`config.mk`:
```
export PLATFORM = sky130hd
export DESIGN_NAME = decode_issue
export DESIGN_NICKNAME = d
export VERILOG_FILES = /design/src/verilog/decode_pkg.sv /design/src/verilog/alu_operand_builder.sv /design/src/verilog/decode_issue.sv /design/src/verilog/div_reuse_tracker.sv /design/src/verilog/instruction_decoder.sv /design/src/verilog/issue_control.sv /design/src/verilog/load_store_tracker.sv
export VERILOG_INCLUDE_DIRS = /design/src /design/src/verilog
export SDC_FILE = /design/constraint.sdc
export NUM_CORES = 1
export LEC_CHECK = 0
export BUFFER_PORTS_ARGS = -buffer_cell sky130_fd_sc_hd__buf_2
export CORE_AREA = 2 2 193 195
export DETAILED_ROUTE_END_ITERATION = 16
export DIE_AREA = 0 0 195 197
export HOLD_SLACK_MARGIN = 0.08
export PLACE_DENSITY = 0.44
export SLEW_MARGIN = 10
export SYNTH_ARGS = -nofsm -noshare
export SYNTH_HDL_FRONTEND = slang
export SYNTH_SLANG_ARGS = --single-unit
```
`constraint.sdc`:
```
create_clock -name clk -period 2.7 [get_ports clk]
set_input_delay 0.54 -clock clk [delete_from_list [all_inputs] [get_ports clk]]
set_output_delay 0.54 -clock clk [all_outputs]
set_load 0.03 [all_outputs]
```
`src/verilog/decode_consts.svh`:
```
`ifndef DECODE_CONSTS_SVH
`define DECODE_CONSTS_SVH

//////////////////////////////////////////////////
// Datapath sizes

// Register value width
`define XLEN 32

// Architectural integer registers
`define NUM_REGS 32

//////////////////////////////////////////////////
// Execution units

`define NUM_UNITS 4

// Bit positions in one-bit-per-unit vectors
`define ALU_UNIT 0
`define BRANCH_UNIT 1
`define LS_UNIT 2
`define DIV_UNIT 3

`endif

```
`src/verilog/decode_pkg.sv`:
```
`include "decode_consts.svh"

package decode_pkg;

    typedef logic [`XLEN-1:0] data_t;
    typedef logic [31:0] addr_t;
    typedef logic [$clog2(`NUM_REGS)-1:0] reg_addr_t;
    typedef logic [2:0] instr_id_t;
    typedef logic [2:0] fn3_t;
    typedef logic [`NUM_UNITS-1:0] unit_vec_t;

    //////////////////////////////////////////////////
    // Opcodes, instruction bits [6:2]
    typedef enum logic [4:0] {
        LOAD_T      = 5'b00000,
        FENCE_T     = 5'b00011,
        ARITH_IMM_T = 5'b00100,
        AUIPC_T     = 5'b00101,
        STORE_T     = 5'b01000,
        AMO_T       = 5'b01011,
        ARITH_T     = 5'b01100,
        LUI_T       = 5'b01101,
        BRANCH_T    = 5'b11000,
        JALR_T      = 5'b11001,
        JAL_T       = 5'b11011,
        SYSTEM_T    = 5'b11100
    } opcode_t;

    typedef enum logic [1:0] {
        ALU_RS1_ZERO,
        ALU_RS1_PC,
        ALU_RS1_RF
    } alu_rs1_sel_t;

    typedef enum logic [1:0] {
        ALU_RS2_UPPER_IMM,
        ALU_RS2_ARITH_IMM,
        ALU_RS2_LINK4,
        ALU_RS2_RF
    } alu_rs2_sel_t;

    //////////////////////////////////////////////////
    // Front end and register file
    typedef struct packed {
        addr_t pc;
        logic [31:0] instruction;
    } fetch_packet_t;

    typedef struct packed {
        reg_addr_t rs1_addr;
        reg_addr_t rs2_addr;
        reg_addr_t rd_addr;
    } rf_request_t;

    typedef struct packed {
        data_t rs1_data;
        data_t rs2_data;
        logic rs1_conflict;
        logic rs2_conflict;
        // Producer of a pending rs2
        instr_id_t rs2_id;
    } rf_response_t;

    typedef struct packed {
        opcode_t opcode;
        fn3_t fn3;
        reg_addr_t rs1_addr;
        reg_addr_t rs2_addr;
        reg_addr_t rd_addr;
        logic uses_rs1;
        logic uses_rs2;
        logic uses_rd;
        logic is_load;
        logic is_store;
        alu_rs1_sel_t alu_rs1_sel;
        alu_rs2_sel_t alu_rs2_sel;
        logic alu_sub;
        unit_vec_t unit_needed;
        logic illegal;
    } decoded_t;

    //////////////////////////////////////////////////
    // Unit payloads
    typedef struct packed {
        // Extra top bit for signed or unsigned compare
        logic [`XLEN:0] in1;
        logic [`XLEN:0] in2;
        logic [4:0] shift_amount;
        logic subtract;
        logic arith;
        logic lshift;
        logic shifter_path;
        logic slt_path;
        logic [1:0] logic_op;
    } alu_inputs_t;

    typedef struct packed {
        data_t rs1;
        data_t rs2;
        addr_t pc;
        fn3_t fn3;
        logic use_signed;
        logic jal;
        logic jalr;
    } branch_inputs_t;

    typedef struct packed {
        data_t rs1;
        data_t rs2;
        logic [11:0] offset;
        fn3_t fn3;
        logic load;
        logic store;
        logic load_store_forward;
        instr_id_t store_forward_id;
    } ls_inputs_t;

    typedef struct packed {
        data_t rs1;
        data_t rs2;
        logic [1:0] op;
        logic reuse_result;
    } div_inputs_t;

endpackage

```
`src/verilog/alu_operand_builder.sv`:
```
`timescale 1ns/10ps
`include "decode_consts.svh"

module alu_operand_builder (
    input decode_pkg::fetch_packet_t fb,
    input decode_pkg::decoded_t decoded,
    input decode_pkg::rf_response_t rf_rsp,
    output decode_pkg::alu_inputs_t alu_inputs,
    output decode_pkg::branch_inputs_t branch_inputs
);

    decode_pkg::data_t alu_rs1_data;
    decode_pkg::data_t alu_rs2_data;
    logic not_arith_op;

    //////////////////////////////////////////////////
    // ALU operands
    always_comb begin
        case (decoded.alu_rs1_sel)
            decode_pkg::ALU_RS1_ZERO: alu_rs1_data = '0;
            decode_pkg::ALU_RS1_PC: alu_rs1_data = fb.pc;
            default: alu_rs1_data = rf_rsp.rs1_data;
        endcase

        case (decoded.alu_rs2_sel)
            decode_pkg::ALU_RS2_UPPER_IMM:
                alu_rs2_data = {fb.instruction[31:12], 12'b0};
            decode_pkg::ALU_RS2_ARITH_IMM:
                alu_rs2_data = {{(`XLEN-12){fb.instruction[31]}}, fb.instruction[31:20]};
            // Return address offset
            decode_pkg::ALU_RS2_LINK4:
                alu_rs2_data = decode_pkg::data_t'(4);
            default:
                alu_rs2_data = rf_rsp.rs2_data;
        endcase
    end

    // LUI, AUIPC, JAL and JALR all have opcode bit 2 set
    assign not_arith_op = decoded.opcode[0];

    // fn3[0] set means SLTU, compare as unsigned
    assign alu_inputs.in1 = {alu_rs1_data[`XLEN-1] & ~decoded.fn3[0], alu_rs1_data};
    assign alu_inputs.in2 = {alu_rs2_data[`XLEN-1] & ~decoded.fn3[0], alu_rs2_data};

    // Register shift amount for ARITH, immediate field otherwise
    assign alu_inputs.shift_amount = decoded.opcode[3] ? rf_rsp.rs2_data[4:0]
                                                        : decoded.rs2_addr;
    assign alu_inputs.subtract = decoded.alu_sub;
    assign alu_inputs.arith = alu_rs1_data[`XLEN-1] & fb.instruction[30];
    assign alu_inputs.lshift = ~decoded.fn3[2];
    assign alu_inputs.shifter_path = ~not_arith_op & (decoded.fn3 inside {3'b001, 3'b101});
    assign alu_inputs.slt_path = ~not_arith_op & (decoded.fn3 inside {3'b010, 3'b011});
    assign alu_inputs.logic_op = decoded.fn3[1:0];

    //////////////////////////////////////////////////
    // Branch operands
    assign branch_inputs.rs1 = rf_rsp.rs1_data;
    assign branch_inputs.rs2 = rf_rsp.rs2_data;
    assign branch_inputs.pc = fb.pc;
    assign branch_inputs.fn3 = decoded.fn3;
    // BLTU and BGEU
    assign branch_inputs.use_signed = !(decoded.fn3 inside {3'b110, 3'b111});
    assign branch_inputs.jal = decoded.opcode[1];
    assign branch_inputs.jalr = ~decoded.opcode[1] & decoded.opcode[0];

endmodule

```
`src/verilog/decode_issue.sv`:
```
`timescale 1ns/10ps

module decode_issue (
    input logic clk,
    input logic rst,
    input logic fb_valid,
    input decode_pkg::fetch_packet_t fb,
    output logic fb_pop,
    output decode_pkg::rf_request_t rf_req,
    input decode_pkg::rf_response_t rf_rsp,
    input logic id_available,
    input logic issue_hold,
    input decode_pkg::unit_vec_t unit_ready,
    output decode_pkg::unit_vec_t unit_issue,
    output logic instruction_issued,
    output logic illegal_instruction,
    output decode_pkg::alu_inputs_t alu_inputs,
    output decode_pkg::branch_inputs_t branch_inputs,
    output decode_pkg::ls_inputs_t ls_inputs,
    output decode_pkg::div_inputs_t div_inputs
);

    decode_pkg::decoded_t decoded;
    logic forward_ok;

    instruction_decoder i_decoder (
        .fb(fb),
        .decoded(decoded)
    );

    // Scoreboard lookup
    assign rf_req.rs1_addr = decoded.rs1_addr;
    assign rf_req.rs2_addr = decoded.rs2_addr;
    assign rf_req.rd_addr = decoded.rd_addr;

    issue_control i_issue_control (
        .clk(clk),
        .rst(rst),
        .fb_valid(fb_valid),
        .decoded(decoded),
        .rf_rsp(rf_rsp),
        .forward_ok(forward_ok),
        .id_available(id_available),
        .issue_hold(issue_hold),
        .unit_ready(unit_ready),
        .unit_issue(unit_issue),
        .instruction_issued(instruction_issued),
        .fb_pop(fb_pop),
        .illegal_instruction(illegal_instruction)
    );

    alu_operand_builder i_alu_operands (
        .fb(fb),
        .decoded(decoded),
        .rf_rsp(rf_rsp),
        .alu_inputs(alu_inputs),
        .branch_inputs(branch_inputs)
    );

    load_store_tracker i_ls_tracker (
        .clk(clk),
        .rst(rst),
        .fb(fb),
        .decoded(decoded),
        .rf_rsp(rf_rsp),
        .issue(unit_issue),
        .instruction_issued(instruction_issued),
        .forward_ok(forward_ok),
        .ls_inputs(ls_inputs)
    );

    div_reuse_tracker i_div_tracker (
        .clk(clk),
        .rst(rst),
        .decoded(decoded),
        .rf_rsp(rf_rsp),
        .issue(unit_issue),
        .instruction_issued(instruction_issued),
        .div_inputs(div_inputs)
    );

endmodule

```
`src/verilog/div_reuse_tracker.sv`:
```
`timescale 1ns/10ps
`include "decode_consts.svh"

module div_reuse_tracker (
    input logic clk,
    input logic rst,
    input decode_pkg::decoded_t decoded,
    input decode_pkg::rf_response_t rf_rsp,
    input decode_pkg::unit_vec_t issue,
    input logic instruction_issued,
    output decode_pkg::div_inputs_t div_inputs
);

    decode_pkg::reg_addr_t prev_div_rs1;
    decode_pkg::reg_addr_t prev_div_rs2;
    logic prev_div_valid;
    logic is_div;
    logic same_sources;
    logic clear_valid;

    assign is_div = decoded.unit_needed[`DIV_UNIT];

    always_ff @(posedge clk) begin
        if (issue[`DIV_UNIT]) begin
            prev_div_rs1 <= decoded.rs1_addr;
            prev_div_rs2 <= decoded.rs2_addr;
        end
    end

    // A divide checks its own sources, anything else the stored ones
    assign clear_valid = decoded.uses_rd
        & ((decoded.rd_addr == (is_div ? decoded.rs1_addr : prev_div_rs1))
        | (decoded.rd_addr == (is_div ? decoded.rs2_addr : prev_div_rs2)));

    always_ff @(posedge clk) begin
        if (rst) begin
            prev_div_valid <= 1'b0;
        end else if (instruction_issued) begin
            prev_div_valid <= (is_div | prev_div_valid) & ~clear_valid;
        end
    end

    assign same_sources = (prev_div_rs1 == decoded.rs1_addr)
                          & (prev_div_rs2 == decoded.rs2_addr);

    assign div_inputs.rs1 = rf_rsp.rs1_data;
    assign div_inputs.rs2 = rf_rsp.rs2_data;
    assign div_inputs.op = decoded.fn3[1:0];
    assign div_inputs.reuse_result = prev_div_valid & same_sources & is_div;

    // Only a legal divide encoding may reuse a result
    reuse_only_for_div: assert property (
        @(posedge clk) disable iff (rst)
            div_inputs.reuse_result |-> (decoded.opcode == decode_pkg::ARITH_T)
                                        && decoded.fn3[2] && !decoded.illegal
    ) else $error("reuse flagged for a non-divide");

endmodule

```
`src/verilog/instruction_decoder.sv`:
```
`timescale 1ns/10ps
`include "decode_consts.svh"

module instruction_decoder (
    input decode_pkg::fetch_packet_t fb,
    output decode_pkg::decoded_t decoded
);

    logic [31:0] instr;
    decode_pkg::opcode_t opcode;
    decode_pkg::fn3_t fn3;
    logic mul_div_op;
    logic slt_fn3;

    assign instr = fb.instruction;
    assign opcode = decode_pkg::opcode_t'(instr[6:2]);
    assign fn3 = instr[14:12];
    assign mul_div_op = instr[25];
    // SLT and SLTU compare by subtraction
    assign slt_fn3 = fn3 inside {3'b010, 3'b011};

    always_comb begin
        decoded = '0;
        decoded.opcode = opcode;
        decoded.fn3 = fn3;
        decoded.rs1_addr = instr[19:15];
        decoded.rs2_addr = instr[24:20];
        decoded.rd_addr = instr[11:7];
        decoded.is_load = (opcode == decode_pkg::LOAD_T);
        decoded.is_store = (opcode == decode_pkg::STORE_T);
        decoded.alu_rs1_sel = decode_pkg::ALU_RS1_RF;
        decoded.alu_rs2_sel = decode_pkg::ALU_RS2_RF;

        case (opcode)
            decode_pkg::LUI_T, decode_pkg::AUIPC_T: begin
                decoded.uses_rd = 1'b1;
                decoded.alu_rs1_sel = (opcode == decode_pkg::LUI_T) ?
                    decode_pkg::ALU_RS1_ZERO : decode_pkg::ALU_RS1_PC;
                decoded.alu_rs2_sel = decode_pkg::ALU_RS2_UPPER_IMM;
                decoded.unit_needed[`ALU_UNIT] = 1'b1;
            end
            decode_pkg::JAL_T, decode_pkg::JALR_T: begin
                decoded.uses_rs1 = (opcode == decode_pkg::JALR_T);
                decoded.uses_rd = 1'b1;
                decoded.alu_rs1_sel = decode_pkg::ALU_RS1_PC;
                decoded.alu_rs2_sel = decode_pkg::ALU_RS2_LINK4;
                decoded.unit_needed[`BRANCH_UNIT] = 1'b1;
            end
            decode_pkg::BRANCH_T: begin
                decoded.uses_rs1 = 1'b1;
                decoded.uses_rs2 = 1'b1;
                decoded.unit_needed[`BRANCH_UNIT] = 1'b1;
            end
            decode_pkg::LOAD_T, decode_pkg::STORE_T: begin
                decoded.uses_rs1 = 1'b1;
                decoded.uses_rs2 = (opcode == decode_pkg::STORE_T);
                decoded.uses_rd = (opcode == decode_pkg::LOAD_T);
                decoded.unit_needed[`LS_UNIT] = 1'b1;
            end
            decode_pkg::ARITH_IMM_T: begin
                decoded.uses_rs1 = 1'b1;
                decoded.uses_rd = 1'b1;
                decoded.alu_rs2_sel = decode_pkg::ALU_RS2_ARITH_IMM;
                decoded.alu_sub = slt_fn3;
                decoded.unit_needed[`ALU_UNIT] = 1'b1;
            end
            decode_pkg::ARITH_T: begin
                decoded.uses_rs1 = 1'b1;
                decoded.uses_rs2 = 1'b1;
                decoded.uses_rd = 1'b1;
                decoded.alu_sub = ((fn3 == 3'b000) & instr[30]) | slt_fn3;
                // Only the divide half of the M extension exists
                if (!mul_div_op)
                    decoded.unit_needed[`ALU_UNIT] = 1'b1;
                else if (fn3[2])
                    decoded.unit_needed[`DIV_UNIT] = 1'b1;
                else
                    decoded.illegal = 1'b1;
            end
            // No control unit and no atomics in this core
            decode_pkg::FENCE_T, decode_pkg::SYSTEM_T, decode_pkg::AMO_T:
                decoded.illegal = 1'b1;
            default:
                decoded.illegal = 1'b1;
        endcase
    end

endmodule

```
`src/verilog/issue_control.sv`:
```
`timescale 1ns/10ps
`include "decode_consts.svh"

module issue_control (
    input logic clk,
    input logic rst,
    input logic fb_valid,
    input decode_pkg::decoded_t decoded,
    input decode_pkg::rf_response_t rf_rsp,
    input logic forward_ok,
    input logic id_available,
    input logic issue_hold,
    input decode_pkg::unit_vec_t unit_ready,
    output decode_pkg::unit_vec_t unit_issue,
    output logic instruction_issued,
    output logic fb_pop,
    output logic illegal_instruction
);

    logic issue_valid;
    logic rs1_ready;
    logic rs2_ready;
    logic ls_rs2_ready;
    decode_pkg::unit_vec_t unit_operands_ready;

    //////////////////////////////////////////////////
    // Issue conditions
    assign issue_valid = fb_valid & id_available & ~issue_hold & ~decoded.illegal;

    // Unused source fields never stall
    assign rs1_ready = ~(decoded.uses_rs1 & rf_rsp.rs1_conflict);
    assign rs2_ready = ~(decoded.uses_rs2 & rf_rsp.rs2_conflict);

    // Store data may still be in flight from a load
    assign ls_rs2_ready = rs2_ready | (decoded.is_store & forward_ok);

    always_comb begin
        unit_operands_ready = {`NUM_UNITS{rs1_ready & rs2_ready}};
        unit_operands_ready[`LS_UNIT] = rs1_ready & ls_rs2_ready;
    end

    //////////////////////////////////////////////////
    // Strobes
    assign unit_issue = {`NUM_UNITS{issue_valid}} & unit_operands_ready
                        & decoded.unit_needed & unit_ready;

    assign instruction_issued = |unit_issue;
    assign fb_pop = instruction_issued;

    assign illegal_instruction = fb_valid & decoded.illegal;

    //////////////////////////////////////////////////
    // Assertions

    // Decoder selects at most one unit
    unit_issue_onehot: assert property (
        @(posedge clk) disable iff (rst) $onehot0(unit_issue)
    ) else $error("more than one unit issued");

    pop_needs_valid: assert property (
        @(posedge clk) disable iff (rst) fb_pop |-> fb_valid
    ) else $error("fetch buffer popped while empty");

endmodule

```
`src/verilog/load_store_tracker.sv`:
```
`timescale 1ns/10ps
`include "decode_consts.svh"

module load_store_tracker (
    input logic clk,
    input logic rst,
    input decode_pkg::fetch_packet_t fb,
    input decode_pkg::decoded_t decoded,
    input decode_pkg::rf_response_t rf_rsp,
    input decode_pkg::unit_vec_t issue,
    input logic instruction_issued,
    output logic forward_ok,
    output decode_pkg::ls_inputs_t ls_inputs
);

    // One bit per register, last issued writer was a load
    logic [`NUM_REGS-1:0] last_use_was_load;
    decode_pkg::reg_addr_t last_ls_rd;
    logic [11:0] ls_offset;

    //////////////////////////////////////////////////
    // Forwarding table
    always_ff @(posedge clk) begin
        if (rst) begin
            last_use_was_load <= '0;
        end else if (instruction_issued) begin
            last_use_was_load[decoded.rd_addr] <= issue[`LS_UNIT] & decoded.is_load;
        end
    end

    always_ff @(posedge clk) begin
        if (issue[`LS_UNIT]) begin
            last_ls_rd <= decoded.rd_addr;
        end
    end

    // Store data comes straight from the most recent load
    assign forward_ok = last_use_was_load[decoded.rs2_addr]
                        & (last_ls_rd == decoded.rs2_addr);

    //////////////////////////////////////////////////
    // Payload

    // S-type splits the offset around rd
    assign ls_offset = decoded.is_store ? {fb.instruction[31:25], fb.instruction[11:7]}
                                        : fb.instruction[31:20];

    assign ls_inputs.rs1 = rf_rsp.rs1_data;
    assign ls_inputs.rs2 = rf_rsp.rs2_data;
    assign ls_inputs.offset = ls_offset;
    assign ls_inputs.fn3 = decoded.fn3;
    assign ls_inputs.load = decoded.is_load;
    assign ls_inputs.store = decoded.is_store;
    assign ls_inputs.load_store_forward = rf_rsp.rs2_conflict & forward_ok;
    assign ls_inputs.store_forward_id = rf_rsp.rs2_id;

endmodule
```
### Yosys cells after proc, flatten, opt, wreduce, memory -nomap -nowiden

Cells that the tools add are included.

* $lt $le $gt $ge: 3
* equal/unequal tests: 22
* multiplexer cells: 28
* bitwise logic cells: 40
* reduce and logical (&&, ||, !) cells: 19

Operators by type and width (number)
* $pmux W32 S3: 1
* $pmux W32 S2: 1
* $bwmux W32: 1
* $eq A5 B5 Y1: 5
* $and A1 B1 Y1: 24
* $mux W5: 4
* $eq A5 B4 Y1 const B: 3
* $eq A5 B5 Y1 const B: 3
* $and A4 B4 Y4: 3
* $lt A5 B6 Y1 const B: 2
* $pmux W1 S2: 6
* $mux W1: 11
* $eq A5 B3 Y1 const B: 2
* $eq A3 B3 Y1 const B: 3
* $not A1 Y1: 9
* $reduce_or A2 Y1: 4
* $reduce_or A8 Y1: 1
* $eq A3 B2 Y1 const B: 2
* $pmux W2 S3: 1
* $reduce_bool A2 Y1: 3
* $reduce_or A3 Y1: 2
* $reduce_or A6 Y1: 1
* $bmux W1 S5: 1
* $demux W1 S5: 1
* other kinds (13): 18

* bits in registers: 48
* output and inout port bits: 354
* logic and storage cells: 117

### Depth between registers and ports, before layout

* depth after elaboration: 12
* gate-level depth with buffers: 11

### Hierarchy

From an unflattened synthesis, not the netlist that was laid out.

* cell total of the unflattened synthesis: 747
* area total of the unflattened synthesis: 6083.3 um^2

By module, submodules not included
* load_store_tracker: instances 1, cells an instance 313, area an instance 2528.7 um^2, seq. area each 790.8 um^2
* alu_operand_builder: instances 1, cells an instance 237, area an instance 1871.8 um^2, seq. area each 0.0 um^2
* div_reuse_tracker: instances 1, cells an instance 119, area an instance 1186.1 um^2, seq. area each 320.3 um^2
* instruction_decoder: instances 1, cells an instance 58, area an instance 369.1 um^2, seq. area each 0.0 um^2
* issue_control: instances 1, cells an instance 20, area an instance 127.6 um^2, seq. area each 0.0 um^2

### Least setup slack after synthesis

OpenSTA, ideal clock, no wires.

* path type: input port to output port
* start point: input port fb[4] (netlist bit)
* end point: output port div_inputs[0] (netlist bit)
* arrival: 2782 ps
* path slack: -622 ps
* cell stages on the path: 6
* path buffers: 2
* path through: clkbuf_1 -> or3b_2 -> nor3_1 -> buf_2 -> nand3_1 -> nor4_1

RTL lines
* start, declared: line decode_issue.sv:7 `input decode_pkg::fetch_packet_t fb,`
* end, declared: line decode_issue.sv:20 `output decode_pkg::div_inputs_t div_inputs`

### Worst setup path in the final report

* start point: input port fb[22] (netlist bit)
* end point: output port instruction_issued

* cells in the longest elaborated chain, start to end: 10

RTL lines
* $bmux W1 S5: line load_store_tracker.sv:38 `assign forward_ok = last_use_was_load[decoded.rs2_addr]`
* $mux W1 (implied by the code): line load_store_tracker.sv:38
* $and A1 B1 Y1 *: line load_store_tracker.sv:39 `& (last_ls_rd == decoded.rs2_addr);`
* $and A1 B1 Y1 *: line issue_control.sv:35 `assign ls_rs2_ready = rs2_ready | (decoded.is_store & forward_ok);`
* $or A1 B1 Y1 *: line issue_control.sv:35
* $and A1 B1 Y1 *: line issue_control.sv:39 `` unit_operands_ready[`LS_UNIT] = rs1_ready & ls_rs2_ready; ``
* $and A4 B4 Y4 * (3 in series): line issue_control.sv:44 `` assign unit_issue = {`NUM_UNITS{issue_valid}} & unit_operands_ready ``
* $reduce_or A4 Y1 *: line issue_control.sv:47 `assign instruction_issued = |unit_issue;`
* end, declared: line decode_issue.sv:15 `output logic instruction_issued,`

Mark *: on every way between the ends. The rest lies on a longest branch, timed or not. The select of a mux whose other input is x is not followed.

==> load_flow_metrics.sql <==
INSERT INTO impl_metrics (metric_group, metric, value, unit) VALUES
('outcome', 'run_status', 'complete, but fails checks', ''),
('outcome', 'failed_checks', 'negative setup slack', ''),
('hold_path', 'hp-class', 'register to register', ''),
('hold_path', 'holdPathEnd', 'i_ls_tracker.last_use_was_load[16]$_SDFFE_PP0P_', ''),
('floorplanning', 'placement_rows', '70', ''),
('floorplanning', 'coreArea', '36260', 'um2'),
('cts', 'cts.path.max_buffers', '2', ''),
('sta', 'max-slew-margin-rel', '0.6244', ''),
('final_layout', 'final_core_utilization', '0.2392', ''),
('cts', 'cts_tree', 'yes', ''),
('cts', 'clockRootBuffer', 'clkbuf_16', ''),
('cts', 'depth_of_the_cts_h_tree', '2', ''),
('global_routing', 'vias_in_the_first_global_route', '5519', ''),
('setup_path', 'worstPathArrival', '2.26', 'ns'),
('placed_design', 'detailed_place_hpwl', '25410', 'um'),
('placed_design', 'placed_cell_areas', '7725', 'um2'),
('cts', 'number_of_buffers_created_by_cts', '5', ''),
('logic_synthesis', 'synthSimpleGateAreaFrac', '0.1719', ''),
('final_layout', 'layout.nets', '1156', ''),
('routing', 'aggregate_routed_wire_length', '30700', 'um'),
('global_routing', 'globalRouteTotalUtil', '0.1437', ''),
('setup_path', 'worst_path_max_delay_cell', 'mux4_2', ''),
('cts', 'cts_hold_buf', '0', ''),
('sta', 'worst_slew_pin_slew', '0.5620', 'ns'),
('setup_path', 'worstPathCellList', 'buf_12, mux2i_1, mux4_2, a22oi_2, nand4_1, buf_4, o31a_4, clkinvlp_4, buf_6', ''),
('logic_synthesis', 'post_synthesis_cell_count', '728', ''),
('placed_design', 'preCtsSetupSlack', '-0.3299', 'ns'),
('placed_design', 'buffer_ports.inserted', '487', ''),
('floorplanning', 'chipWidth', '195', 'um'),
('sta', 'setup-tns-final', '-0.3997', 'ns'),
('power_and_ir_drop', 'vdd_ir_drop_max', '0.0002442', 'V'),
('setup_path', 'cp_slowest_stage_delay', '0.48', 'ns'),
('global_routing', 'maximum_number_of_pins_on_one_net_before_global_route_repair', '35', ''),
('setup_path', 'timing.rr.end', 'i_ls_tracker.last_use_was_load[31]$_SDFFE_PP0P_', ''),
('logic_synthesis', 'ys_types', '53', ''),
('logic_synthesis', 'synth-seq-cells', '48', ''),
('sta', 'final_hold_viol_count', '0', ''),
('setup_path', 'worstSetupEndpointType', 'primary output', ''),
('routing', 'detailedRoute.firstPassIterationCount', '4', ''),
('logic_synthesis', 'synthesis.yosys.warnings', '0', ''),
('sta', 'timing.clock.skew', '0.006612', 'ns'),
('routing', 'detailroute.via_count', '6099', ''),
('job', 'drv_cap', '0', ''),
('setup_path', 'timing.rr.start', 'i_ls_tracker.last_use_was_load[31]$_SDFFE_PP0P_', ''),
('sta', 'grt_setup_unrepaired', 'yes', ''),
('sta', 'worst_slack', '-0.1046', 'ns'),
('routing', 'drcViolationCount', '0', ''),
('cts', 'clock-sinks', '48', ''),
('final_layout', 'mostFrequentLayoutCell', 'buf_2', ''),
('final_layout', 'post_route_cells_drive_above_1_share', '0.6837', ''),
('hold_path', 'worst_hold_startpoint', 'i_ls_tracker.last_use_was_load[16]$_SDFFE_PP0P_', ''),
('global_routing', 'global_route_wire_length_before_repair', '40280', 'um'),
('setup_path', 'cp_max_fo', '7', ''),
('sta', 'count_of_endpoints_failing_setup_in_the_final_report', '11', ''),
('routing', 'drt_iter0_drc', '228', ''),
('floorplanning', 'floorplan.initialDensity', '0.1652', ''),
('setup_path', 'required', '2.16', 'ns'),
('final_layout', 'layout.filler_cells', '4029', ''),
('final_layout', 'area_growth', '44.79', '%'),
('floorplanning', 'design.die.area', '38420', 'um2'),
('setup_path', 'reg2reg_depth', '10', ''),
('cts', 'cts.clk_slew.worst_paths', '0.06', 'ns'),
('routing', 'drtAntennaViolNets', '0', ''),
('setup_path', 'setup.worst_path.start_class', 'input port', ''),
('logic_synthesis', 'yosys.area_share.adder', '0', ''),
('logic_synthesis', 'syn_avg_cell_area', '8.227', 'um2'),
('logic_synthesis', 'synth_xor_area_frac', '0.03656', ''),
('sta', 'finalMaxSlewViolations', '0', ''),
('logic_synthesis', 'synth.area.mux_share', '0.1059', ''),
('sta', 'post_route_clock_period_utilization', '1.039', ''),
('final_layout', 'final_cell_mix', '451 x buf_2, 84 x buf_4, 69 x nand2_1', '');
[how the worst max path moves through the flow]
| stage | start | endpoint | slack, ns | cells after the start |
|---|---|---|---|---|
| after global placement | fb[22] | unit_issue[2] | -0.35 | 10 |
| after CTS | fb[22] | instruction_issued | -0.16 | 9 |
| after floorplan | fb[22] | instruction_issued | -0.21 | 10 |
| final | fb[22] | instruction_issued | -0.10 | 9 |
| after detailed placement | fb[22] | instruction_issued | -0.33 | 9 |
| after global routing | fb[22] | instruction_issued | -0.15 | 9 |
[through the flow]
step,hold WS (ns),std cells
after floorplan,0.4315,728
final,0.4596,1486
after global routing,0.4744,1486
after global placement,0.4414,1458
after detailed placement,0.4480,1458
after CTS,0.4583,1474
[layout make-up]
type	count	area [um2]	area share
inverter	9	37.54	0.004328
multi-input combinational	364	3231	0.3725
antenna	3	7.507	0.0008657
tap	468	585.6	0.06752
clock buffer	7	132.6	0.01529
clock inverter	1	5.005	0.0005771
timing repair buffer	586	3562	0.4108
sequential	48	1111	0.1281
[what timing repair did]
item	4_1_cts	5_1_grt
pin swaps	14	15
setup endpoints to repair	67	74
gates resized for setup	55	109
cloned	0	3
setup buffers	8	6
[sequential cells by signal (all words and copies together), names as in the netlist]
| signal | count |
|---|---|
| i_ls_tracker.last_use_was_load | 32 |
| i_div_tracker.prev_div_rs2 | 5 |
| i_div_tracker.prev_div_valid | 1 |
| i_div_tracker.prev_div_rs1 | 5 |
| i_ls_tracker.last_ls_rd | 5 |
[synth_stat cells, types with 9 or more instances]
master / n / area (um2)
buf_4: 262 / 1967
nand2_1: 70 / 262.8
a22o_1: 44 / 385.4
mux2i_1: 42 / 420.4
dfxtp_1: 33 / 660.6
nor2_1: 33 / 123.9
clkbuf_1: 26 / 97.59
a21oi_1: 22 / 110.1
xor2_1: 20 / 175.2
nor4_2: 16 / 200.2
edfxtp_1: 15 / 450.4
nor3_1: 15 / 75.07
inv_1: 9 / 33.78
nor4_1: 9 / 56.30
[power by group]
part	switching, mW	internal (mW)
clock	0.266	0.343
sequential	0.0000615	0.743
combinational	1.19	0.560
[metal layers]
layer | global-route usage | share of wire | up-vias
met4 | 0.03647 | 0.025 | 0
met5 | 0 | 0 | -
met3 | 0.01403 | 0.040 | 31
met1 | 0.1773 | 0.40 | 3000
li1 | - | - | 2825
met2 | 0.2664 | 0.53 | 243
[cells by family after synthesis]
group	Yosys count
buffers and inverters	316
AND/OR/NAND/NOR	185
AO/OA/AOI/OAI	100
multiplexers	54
flip-flops	48
XOR/XNOR	25
[critical path, delay by kind of cell]
kind,cells,cell delay (ns)
mux,2,0.59
buf+inv,4,0.55
compound gates,2,0.42
simple gates,1,0.16
No activity file was read; power rests on OpenSTA's default activity.
